--- src/hdl/conv_cfg.svh ---
`ifndef CONV_CFG_SVH
`define CONV_CFG_SVH

// datapath widths
`define CONV_PIX_W     8                              // one pixel, unsigned
`define CONV_COEFF_W   18                             // signed fixed point coefficient
`define CONV_ACC_W     48                             // partial sum along the cascade

// kernel geometry
`define CONV_SIDE      5                              // kernel side, also the row delay step
`define CONV_TAPS      (`CONV_SIDE * `CONV_SIDE)      // one MAC tap per coefficient

// coefficient format s.int.frac, the sign bit is not counted
`define CONV_INT_BITS  1                              // legal range 0 to 17
`define CONV_FRAC_BITS (17 - `CONV_INT_BITS)          // fraction bits left after the sign

`endif

--- src/hdl/conv_pkg.sv ---
`default_nettype none

`include "conv_cfg.svh"

package conv_pkg;

  typedef logic [`CONV_PIX_W-1:0] pixel_t;            // unsigned pixel value
  typedef logic signed [`CONV_COEFF_W-1:0] coeff_t;   // s.int.frac coefficient
  typedef logic signed [`CONV_ACC_W-1:0] acc_t;       // cascade partial sum

  // one column of the image window, one pixel per image row
  typedef struct packed {
    pixel_t row0;                                     // top row
    pixel_t row1;
    pixel_t row2;                                     // center row
    pixel_t row3;
    pixel_t row4;                                     // bottom row
  } rows_t;

  // whole kernel, tap = side*row + col
  typedef coeff_t [`CONV_TAPS-1:0] coeff_table_t;

  // kernel selector codes, 5..7 unnamed and ignored
  typedef enum logic [2:0] {
    kernel_center     = 3'd0,                         // pass the center pixel
    kernel_gauss      = 3'd1,                         // binomial blur
    kernel_box        = 3'd2,                         // homogeneous average
    kernel_left_right = 3'd3,                         // horizontal gradient
    kernel_top_bottom = 3'd4                          // vertical gradient
  } kernel_e;

endpackage

`default_nettype wire

--- src/hdl/row_delay.sv ---
`default_nettype none

`include "conv_cfg.svh"

module row_delay (
  input  logic            clk,
  input  logic            rst,
  input  conv_pkg::rows_t rows_in,                          // newest column
  output conv_pkg::rows_t rows_aligned                      // row r held back 5*r cycles
);

  conv_pkg::pixel_t col_in  [`CONV_SIDE];                   // rows as an indexable array
  conv_pkg::pixel_t col_out [`CONV_SIDE];

  assign col_in[0] = rows_in.row0;
  assign col_in[1] = rows_in.row1;
  assign col_in[2] = rows_in.row2;
  assign col_in[3] = rows_in.row3;
  assign col_in[4] = rows_in.row4;

  assign col_out[0] = col_in[0];                            // top row needs no delay

  // lower rows enter the cascade later, so they wait longer here
  for (genvar r = 1; r < `CONV_SIDE; r++) begin : g_row
    localparam int DEPTH = `CONV_SIDE * r;                  // 5, 10, 15, 20 stages

    conv_pkg::pixel_t sr [DEPTH];                           // sr[0] newest

    always_ff @(posedge clk) begin
      if (rst) begin
        for (int i = 0; i < DEPTH; i++) begin
          sr[i] <= '0;
        end
      end else begin
        sr[0] <= col_in[r];
        for (int i = 1; i < DEPTH; i++) begin
          sr[i] <= sr[i-1];                                 // shift one place per clock
        end
      end
    end

    assign col_out[r] = sr[DEPTH-1];                        // oldest entry leaves
  end

  assign rows_aligned.row0 = col_out[0];
  assign rows_aligned.row1 = col_out[1];
  assign rows_aligned.row2 = col_out[2];
  assign rows_aligned.row3 = col_out[3];
  assign rows_aligned.row4 = col_out[4];

endmodule

`default_nettype wire

--- config.mk ---
export PLATFORM = sky130hd
export DESIGN_NAME = row_delay
export DESIGN_NICKNAME = d
export VERILOG_FILES = /design/src/hdl/conv_pkg.sv /design/src/hdl/row_delay.sv
export VERILOG_INCLUDE_DIRS = /design/src /design/src/hdl
export SDC_FILE = /design/constraint.sdc
export NUM_CORES = 1
export LEC_CHECK = 0
export ABC_AREA = 1
export BUFFER_PORTS_ARGS = -buffer_cell sky130_fd_sc_hd__clkbuf_2
export CAP_MARGIN = 20
export CORE_MARGIN = 8
export CORE_UTILIZATION = 55
export CTS_BUF_LIST = sky130_fd_sc_hd__clkbuf_2 sky130_fd_sc_hd__clkbuf_4 sky130_fd_sc_hd__clkbuf_8
export DETAILED_ROUTE_END_ITERATION = 12
export PLACE_DENSITY = 0.74
export SYNTH_ARGS = -nofsm -noshare
export SYNTH_HDL_FRONTEND = slang
export SYNTH_SLANG_ARGS = --single-unit
--- constraint.sdc ---
create_clock -name clk -period 2.4 [get_ports clk]
set_clock_uncertainty 0.2 [all_clocks]
set_input_delay 0.48 -clock clk [delete_from_list [all_inputs] [get_ports clk]]
set_output_delay 0.48 -clock clk [all_outputs]
set_load 0.02 [all_outputs]
# [After elaboration in Yosys (flattened, before gate mapping)]
# Memories as Yosys holds them, arrays and structs flattened.
# Cells that the tools add are included.
[totals] register_bits=0 ram_bits=400 in_bits=42 mem_count=4
[memory_table] name="g_row[4].sr" depth=20 width=8 read_ports=20 rd_ports_with_merged_regs=0 wr=20 line_no="row_delay.sv:27" rtl="conv_pkg::pixel_t sr [DEPTH];"
[memory_table] name="g_row[3].sr" depth=15 width=8 read_ports=15 rd_ports_with_merged_regs=0 wr=15 line_no="row_delay.sv:27"
[memory_table] name="g_row[2].sr" depth=10 width=8 read_ports=10 rd_ports_with_merged_regs=0 wr=10 line_no="row_delay.sv:27"
[memory_table] name="g_row[1].sr" depth=5 width=8 read_ports=5 rd_ports_with_merged_regs=0 wr=5 line_no="row_delay.sv:27"
[op_classes] muxes=53 bitwise=50
[ops] op="2-to-1 mux 8 bit" n=50
[ops] op="OR 1 bit" n=50
[ops] op="2-to-1 mux 1 bit" n=3

# [Depth between registers and ports, before layout]
[depth] word_depth=3 ltp_mapped=4 mapped_depth_nobuf=2

# [Worst setup path before layout]
# No wires, ideal clock.
[synth_timing] kind="input-to-reg" start="in rst" end="mem g_row[1].sr[0][25] (netlist name)" setup_ps=113 arrival_time_ps=983 required_time_ps=2087 slack_ps=1103 path_stages=4 path_cell_list="buf_2 -> buf_6 -> buf_6 -> nor2_2"
[synth_rtl] element="from (decl)" line_no="row_delay.sv:7" rtl="input logic rst,"
[synth_rtl] element="to (decl)" line_no="row_delay.sv:27"

==> summary.md <==
| Metric | Value |
|---|---|
| Flops & latches, synth | `400` |
| Synthesized cell area | `11800 µm²` |
| Syn. warnings | `0` |
| Hold Slack | `0.163 ns` |
| Cell Count, Final, Fillers Out | `1686` |
| PwrDens | `935 nW/µm²` |
| Max-Cap Viols | `0` |
| Row count | `53` |
| Clock transition at the registers of the reported paths | `0.06 ns` |
| Post-synth cell types | `7` |
| Period utilization | `73.5%` |
| DPL Wire Length | `7.44 mm` |
| CTS tree | `built` |
| Vias in the first global route | `6341` |
| Syn-to-layout area delta | `14.0%` |
| Final setup fails | `0` |
| Design Area, Final | `13400 µm²` |
| Placed Cells | `1550` |
| Critical path's slowest cell | `dfxtp_1` |
| Worst path top cell family by delay | `flip-flops` |
| Final Hold Vio Count | `0` |
| Biggest regs | `g_row.sr: 400 flops` |
| Worst Setup End Kind | `primary output` |
| IO buf count | `65` |
| Least-Margin Pin Slew | `0.578 ns` |
| Antenna Nets Post-Route | `0` |
| Setup Fix Bufs, Post-CTS | `0` |
| DR vias/cell | `3.90` |
| Clock sink count | `400` |
| Worst min path class | `input pin to register` |
| CTS Buf Count | `57` |
| RSZ-0062 raised after global routing | `false` |
| Overflow after GRT | `0` |
| Core region area | `21000 µm²` |
| CP max FO | `1` |
| Die X | `162 µm` |
| Fraction of the mapped netlist area in adder cells | `0%` |
| WP buf/inv | `1` |
| Fmax | `0.567 GHz` |
| CP required | `1.72 ns` |
| Most frequent cells in the layout | `inv_1 (400), dfxtp_1 (400), nor2_1 (390)` |
| Share of layout cells above drive strength 1 | `13.4%` |
| Number of I/O pins | `82` |
| Power, Total | `12.6 mW` |
| Slowest Stage Delay on Critical Path | `0.34 ns` |
| DRC | `0` |
| Max-slew violation count | `0` |
| Routability congestion estimate from global placement | `0.661` |
| Top cells by area, synth | `dfxtp_1 (68%), inv_1 (13%), nor2_1 (12%), buf_6 (4.2%), buf_4 (2.0%)` |
| First-pass GRT wire length | `25.2 mm` |
| DRT Pass-1 Iters | `4` |
| Placed cell areas | `11800 µm²` |
| Max-slew headroom | `61.4%` |
| Crit Path Category | `register to primary output` |
| Synth top area share | `68.0%` |
| Initial antenna violation count | `0` |
| CTS Root Cell | `clkbuf_8` |
| Final nets | `1408` |
| Max reg flops | `400` |
| Total number of vias | `6575` |
| Area share of and/or/nand/nor cells after synthesis | `13.0%` |
| Peak VDD IR | `0.646 mV` |
| Syn_nets | `1319` |
| Starting Density | `56.0%` |
| GRT Util Overall | `11.1%` |
| Cell chain of the critical path | `clkbuf_2` |
| Die height | `162 µm` |
| Clock latency on the worst-skew pair | `0.56 ns` |
| Post-synthesis mux area share | `0%` |
| Largest net degree at the start of global routing | `92` |
| Pre-CTS WS | `0.683 ns` |
| WL/cell | `8.39 µm` |
| Full die area | `26300 µm²` |
| Main combinational cell family by area after synthesis | `buffers and inverters` |
| N_diodes | `0` |
| Leak | `5.70 nW` |
| Biggest register | `g_row.sr` |
| Fin worst setup slack | `0.636 ns` |
| CP Data Arrival Time | `1.08 ns` |
| CP startpoint kind | `register` |
| Post-CTS sizing | `0` |
| Compound-Gate Fraction of Synth Area | `0%` |
| Status | `finished, final reports clean` |
| WL final | `14.1 mm` |
| Cell taking the most area after synthesis | `dfxtp_1` |
| DR iter-0 viols | `207` |
| Xor and xnor area share after synthesis | `0%` |
| Crit path time final | `1.76 ns` |
| Setup TNS Final | `0 ns` |
| Final Util | `63.9%` |
| Syn Inst Count | `1277` |
| Sequential-to-total area share from yosys stat | `68.0%` |
| Hold buffer count at CTS | `32` |
| Buffer levels on the longest clock path | `3` |
| Avg Inst Size Synth | `9.22 µm²` |
| H-Tree Depth | `2` |
## final cells by class
| cell class | instances | area (µm²) |
|---|---|---|
| tap | 275 | 344 |
| multi-input combinational | 400 | 1530 |
| clock buffer | 100 | 1210 |
| inverter | 400 | 1500 |
| clock inverter | 4 | 48.8 |
| sequential | 400 | 8010 |
| fill | 1660 | 7600 |
| timing repair buffer | 107 | 781 |
## per-layer routing
layer  wire length [µm]  vias up  track usage, %
met5                  0        -               0
met3                956       31            4.15
met1               6100     2833            11.6
li1                   -     3585               -
met2               6760      126            19.8
met4                332        0            5.01
## report_power, final
group | internal, mW | leakage, nW | switching [mW]
registers | 6.73 | 3.24 | 0.0211
clock network | 3.26 | 0.678 | 2.27
logic | 0.108 | 1.78 | 0.163
total | 10.1 | 5.70 | 2.46
## synthesized netlist by cell type (all sizes together)
master  number
inv        400
buf         77
dfxtp      400
nor2       400
## path summary, 6_finish.rpt
kind / from / end / slack, ns / depth (start not counted)
setup reg to reg: g_row[1].sr[0][11] / g_row[1].sr[0][19] / 1.64 / 2
hold reg to reg: g_row[4].sr[0][73] / g_row[4].sr[0][81] / 0.18 / 2
setup / recovery: g_row[1].sr[0][39] / rows_aligned[31] / 0.64 / 1
hold / removal: rst / g_row[3].sr[0][8] / 0.16 / 2
## cells by family after synthesis
group,after synthesis
buffers and inverters,477
and+or+nand+nor,400
DFF,400
Note: power is estimated with default switching activity, not from simulation.
