[config.mk]
export PLATFORM = sky130hd
export DESIGN_NAME = kernel_rom
export DESIGN_NICKNAME = d
export VERILOG_FILES = /design/src/hdl/conv_pkg.sv /design/src/hdl/kernel_rom.sv
export VERILOG_INCLUDE_DIRS = /design/src /design/src/hdl
export SDC_FILE = /design/constraint.sdc
export NUM_CORES = 1
export LEC_CHECK = 0
export BUFFER_PORTS_ARGS = -buffer_cell sky130_fd_sc_hd__clkbuf_2
export CORE_AREA = 3 3 177 179
export DETAILED_ROUTE_END_ITERATION = 12
export DIE_AREA = 0 0 180 182
export PLACE_DENSITY = 0.5
export SYNTH_ARGS = -nofsm -noshare
export SYNTH_HDL_FRONTEND = slang
export SYNTH_SLANG_ARGS = --single-unit
export TNS_END_PERCENT = 20
[constraint.sdc]
create_clock -name clk -period 2.8 [get_ports clk]
set_clock_uncertainty 0.1 [all_clocks]
set_input_delay 0.14 -clock clk [delete_from_list [all_inputs] [get_ports clk]]
set_output_delay 0.14 -clock clk [all_outputs]
set_load 0.03 [all_outputs]
[src/hdl/conv_cfg.svh]
`ifndef CONV_CFG_SVH
`define CONV_CFG_SVH

// datapath widths
`define CONV_PIX_W     8                              // one pixel, unsigned
`define CONV_COEFF_W   18                             // signed fixed point coefficient
`define CONV_ACC_W     48                             // partial sum along the cascade

// kernel geometry
`define CONV_SIDE      5                              // kernel side, also the row delay step
`define CONV_TAPS      (`CONV_SIDE * `CONV_SIDE)      // one MAC tap per coefficient

// coefficient format s.int.frac, the sign bit is not counted
`define CONV_INT_BITS  1                              // legal range 0 to 17
`define CONV_FRAC_BITS (17 - `CONV_INT_BITS)          // fraction bits left after the sign

`endif

[src/hdl/conv_pkg.sv]
`default_nettype none

`include "conv_cfg.svh"

package conv_pkg;

  typedef logic [`CONV_PIX_W-1:0] pixel_t;            // unsigned pixel value
  typedef logic signed [`CONV_COEFF_W-1:0] coeff_t;   // s.int.frac coefficient
  typedef logic signed [`CONV_ACC_W-1:0] acc_t;       // cascade partial sum

  // one column of the image window, one pixel per image row
  typedef struct packed {
    pixel_t row0;                                     // top row
    pixel_t row1;
    pixel_t row2;                                     // center row
    pixel_t row3;
    pixel_t row4;                                     // bottom row
  } rows_t;

  // whole kernel, tap = side*row + col
  typedef coeff_t [`CONV_TAPS-1:0] coeff_table_t;

  // kernel selector codes, 5..7 unnamed and ignored
  typedef enum logic [2:0] {
    kernel_center     = 3'd0,                         // pass the center pixel
    kernel_gauss      = 3'd1,                         // binomial blur
    kernel_box        = 3'd2,                         // homogeneous average
    kernel_left_right = 3'd3,                         // horizontal gradient
    kernel_top_bottom = 3'd4                          // vertical gradient
  } kernel_e;

endpackage

`default_nettype wire

[src/hdl/kernel_rom.sv]
`default_nettype none

`include "conv_cfg.svh"

module kernel_rom (
  input  logic                   clk,
  input  logic                   rst,
  input  logic [2:0]             kernel_sel,                // raw selector, codes 5..7 ignored
  output conv_pkg::coeff_table_t coeffs                     // registered kernel table
);

  conv_pkg::kernel_e sel_k;                                 // selector seen as a kernel code

  assign sel_k = conv_pkg::kernel_e'(kernel_sel);

  // binomial row 1,4,6,4,1
  function automatic int binom(input int idx);
    int w;
    case (idx)
      0, 4:    w = 1;
      1, 3:    w = 4;
      2:       w = 6;
      default: w = 0;
    endcase
    return w;
  endfunction

  // antisymmetric gradient -1,-2,0,2,1
  function automatic int grad(input int idx);
    int w;
    case (idx)
      0:       w = -1;
      1:       w = -2;
      3:       w = 2;
      4:       w = 1;
      default: w = 0;
    endcase
    return w;
  endfunction

  // fills all taps for one kernel in s.int.frac format
  function automatic conv_pkg::coeff_table_t build_table(input conv_pkg::kernel_e kind);
    conv_pkg::coeff_table_t tbl;
    int one;                                                // 1.0 in fixed point
    int val;
    int mid;
    one = 1 << `CONV_FRAC_BITS;
    mid = `CONV_SIDE / 2;
    tbl = '0;
    for (int r = 0; r < `CONV_SIDE; r++) begin
      for (int k = 0; k < `CONV_SIDE; k++) begin
        case (kind)
          conv_pkg::kernel_center:
            val = (r == mid && k == mid) ? one : 0;         // single 1.0 in the middle
          conv_pkg::kernel_gauss:
            val = binom(r) * binom(k) * one / 256;          // weights sum to 256
          conv_pkg::kernel_box:
            val = (one + `CONV_TAPS / 2) / `CONV_TAPS;      // 1/25 rounded to nearest
          conv_pkg::kernel_left_right:
            val = grad(k) * one / 32;                       // same weights on every row
          conv_pkg::kernel_top_bottom:
            val = grad(r) * one / 32;                       // same weights on every column
          default:
            val = 0;
        endcase
        tbl[`CONV_SIDE * r + k] = conv_pkg::coeff_t'(val);
      end
    end
    return tbl;
  endfunction

  always_ff @(posedge clk) begin
    if (rst) begin
      coeffs <= '0;                                         // zero kernel, output stays 0
    end else begin
      case (sel_k)
        conv_pkg::kernel_center,
        conv_pkg::kernel_gauss,
        conv_pkg::kernel_box,
        conv_pkg::kernel_left_right,
        conv_pkg::kernel_top_bottom: begin
          coeffs <= build_table(sel_k);                     // load the chosen kernel
        end
        default: begin
          coeffs <= coeffs;                                 // unnamed codes keep the old table
        end
      endcase
    end
  end

endmodule

`default_nettype wire

; Word-level counts from Yosys, hierarchy flattened
; Cells that the tools add are included.
[op_classes]
addsub = 0
mul = 6
n_div = 0
magnitude_cmp = 0
n_eq_ne = 4
shift = 0
muxes = 34
n_bitwise = 0
reduce_logical = 3
[op_table]
columns = cell, n
row1 = $pmux W18 S4, 12
row2 = $pmux W18 S3, 13
row3 = $mux W32, 9
row4 = $mul A32 B32 Y10, 6
row5 = $eq A3 B2 Y1 const B, 2
row6 = $reduce_or A5 Y1, 1
row7 = $eq A3 B1 Y1 const B, 1
row8 = $eq A3 B3 Y1 const B, 1
row9 = $logic_not A3 Y1, 1
row10 = $reduce_or A2 Y1, 1
[word_totals]
register_bits = 450
latchBits = 0
ramBits = 0
romBits = 0
mem_count = 0

; Longest topological paths before layout
[depth]
ltp_word = 6
mapped_depth = 4
depth_no_buf = 2

; Worst setup path before layout
; OpenSTA, ideal clock, no wires.
[synth_path]
path_type = reg2out
start = reg coeffs[155] (netlist name)
end = out coeffs[144] (netlist name)
t_arrival_ps = 2032
setup_slack_ps = 528
path_stages_with_launch = 2
n_path_buf = 1
cell_sequence = dfxtp_1 -> buf_4
[synth_lines]
columns = element, line
row1 = "end, declared", kernel_rom.sv:9  ; output conv_pkg::coeff_table_t coeffs

==> results.tsv <==
metric	value	unit
Worst R2R Path Depth	3	
biggest regs	coeffs: 25 flops	
DP Wirelength	6810	um
DRT iter0 DRCs	45	
hold path depth	2	
largest net degree at the start of global routing	43	
Leak	2.24	nW
RR Endpoint	coeffs[155]$_SDFFE_PP0P_	
max frequency	546	MHz
Largest register FFs	25	
Crit Reg-Reg Startpoint	coeffs[155]$_SDFFE_PP0P_	
drt pass-1 iters	4	
Core Util, Final	0.121	
antenna-violating nets left	0	
Unique masters post-synth	26	
clock share of power	0.177	
most common cell after layout, fill and taps aside	clkbuf_2	
Slew Viols, Final	0	
CP max FO	42	
per-cell routed wire length	8.50	um
combinational share of power	0.585	
Max VDD drop	184	uV
cells after synthesis	523	
power per cell area	508	mW/mm^2
vias in the first global route	1589	
die area	0.0328	sq mm
min Tclk post-route	1.83	ns
Critical Path Source Type	register	
Reg2Reg Setup Slack	1.52	ns
final hold violations	0	
Reg power frac	0.238	
total CTS buffers	3	
endpoint type of the worst setup path	output port	
Max Buffers Root-to-Sink	2	
final period utilization	0.654	
switching portion of total power	0.588	
Starting Density	0.140	
worst-margin pin slew	0.781	ns
synth top area cells	buf_4 (77%), dfxtp_1 (12%), nor2b_1 (2.1%)	
Switch Pwr	1.07	mW
hold_buf cts	0	
final setup vio count	0	
port buffer count	299	
post-CTS setup buffers	0	
RD Place Congestion	0.620	
grt total ovfl	0	
Most flops, register	coeffs	
yosys warns	0	
die width	180	um
antenna cells	0	
Cell Area, Synth	0.00415	sq mm
Synth top area share	0.772	
Skew-Pair Late Insertion Delay	0.26	ns
kind of critical path	register to output port	
sequential fraction of the synthesis area	0.121	
# rows	63	
leading area contributor after synthesis	buf_4	
max cap viols	0	
Max H-tree Level	1	
TritonCTS clock tree	done	
antenna violations before repair	0	
Die Y	182	um
post_cts resized	0	
Hold Startpoint	rst	
outcome	complete, no violations	
final wirelength	8000	um
DRC Markers	0	
gr usage total	0.0397	
Worst Hold Path EP	coeffs[394]$_SDFFE_PP0P_	
first-pass GRT wire length	10200	um
clk root buf	clkbuf_16	
IO Pins	455	
Hold Path Class	input pin to register	
Via Count	2294	
unrepaired setup endpoints after global routing	false	
Worst EP arrival	1.59	ns
area grow syn2layout	-13.8	%
syn avg cell area	7.94	sq um
Final nets	557	
Pint	0.750	mW
Via density	2.44	
synthesized flop and latch total	25	
Fin Setup TNS	0	ns
Required @ worst endpoint	2.56	ns
clock-pin transition on the worst setup and hold timing paths	0.07	ns
# clock sinks	25	
Core ar.	0.0297	sq mm
layout cell share with drive strength beyond 1	0.568	
most frequent cells in the layout	clkbuf_2 (299), conb_1 (155), dfxtp_1 (24)	
Slew Limit Headroom	0.479	
==> worst max path at each step <==
stage | start | to | slack, ns | cells after the start
2_1_floorplan | coeffs[155]$_SDFFE_PP0P_ | coeffs[144] | 0.53 | 1
3_3_place_gp | coeffs[155]$_SDFFE_PP0P_ | coeffs[74] | 1.27 | 2
3_5_place_dp | coeffs[155]$_SDFFE_PP0P_ | coeffs[419] | 1.22 | 2
4_1_cts | coeffs[155]$_SDFFE_PP0P_ | coeffs[419] | 0.92 | 2
5_1_grt | coeffs[155]$_SDFFE_PP0P_ | coeffs[94] | 0.78 | 2
6_report | coeffs[155]$_SDFFE_PP0P_ | coeffs[94] | 0.97 | 2
==> synthesized netlist by cell type <==
cell        n
nand3b_1    2
a31oi_1     2
o211ai_1    3
xnor2_1     1
inv_1       6
o31ai_1     1
or3_1       1
dfxtp_1    25
buf_2       4
a221oi_1    2
o22ai_1     1
or4b_1      1
conb_1      1
a311oi_2    1
o21ai_0     2
o21ba_2     3
or2b_1      1
a21oi_1     6
o21bai_1    2
nor3_1     12
buf_4     427
nor2b_1    14
nor2_1      1
or2_4       1
clkbuf_1    1
buf_6       2
==> layout make-up <==
cell class | instances | area (sq um)
clock buffers | 4 | 78.8
repair buffers | 304 | 1530
flip-flops and latches | 25 | 502
well taps | 390 | 488
inverters | 6 | 22.5
multi-input cells | 212 | 956
fillers | 3449 | 26100
==> power by group through the flow <==
stage               Clock (mW)  Sequential, mW  Combinational (mW)
finish                   0.323           0.432                1.06
global placement             0           0.444                1.06
floorplan                    0           0.480                1.25
detailed placement           0           0.446                1.07
CTS                      0.346           0.437                1.07
global route             0.362           0.445                1.11
==> logic make-up (layout without fill, tap and decap cells) <==
kind of cell | count (synthesis) | in the layout | synth area share
AO/OA/AOI/OAI | 23 | 23 | 0.0401
XOR/XNOR | 1 | 1 | 0.00211
buffers and inverters | 440 | 314 | 0.788
flip-flops | 25 | 25 | 0.121
other | 1 | 155 | 0.000903
AND/OR/NAND/NOR | 33 | 33 | 0.0479
==> worst max-delay path: stages (launching register included) <==
cell      delay (ns)
dfxtp_2         0.70
buf_4           0.36
clkbuf_2        0.26
==> stage by stage <==
stage	std cells	area (sq um)	setup slack [ns]	power, mW	hold slack, ns
final	941	3580	0.969	1.82	0.161
after global routing	941	3580	0.780	1.92	0.161
after CTS	941	3580	0.924	1.85	0.148
after detailed placement	937	3500	1.22	1.51	0.383
after global placement	937	3500	1.27	1.51	0.378
after floorplan	677	4730	0.528	1.73	0.218
==> layer usage <==
metal  vias to the layer above  routed length [um]  GRT usage  share of wire
met5                         -                   0          0              0
li1                       1087                   -          -              -
met2                       222                4350     0.0770           0.54
met1                       983                2570     0.0415           0.32
met3                         2                1020     0.0122           0.13
met4                         0                  58    0.00928         0.0073
No activity file was read; power rests on OpenSTA's default activity.
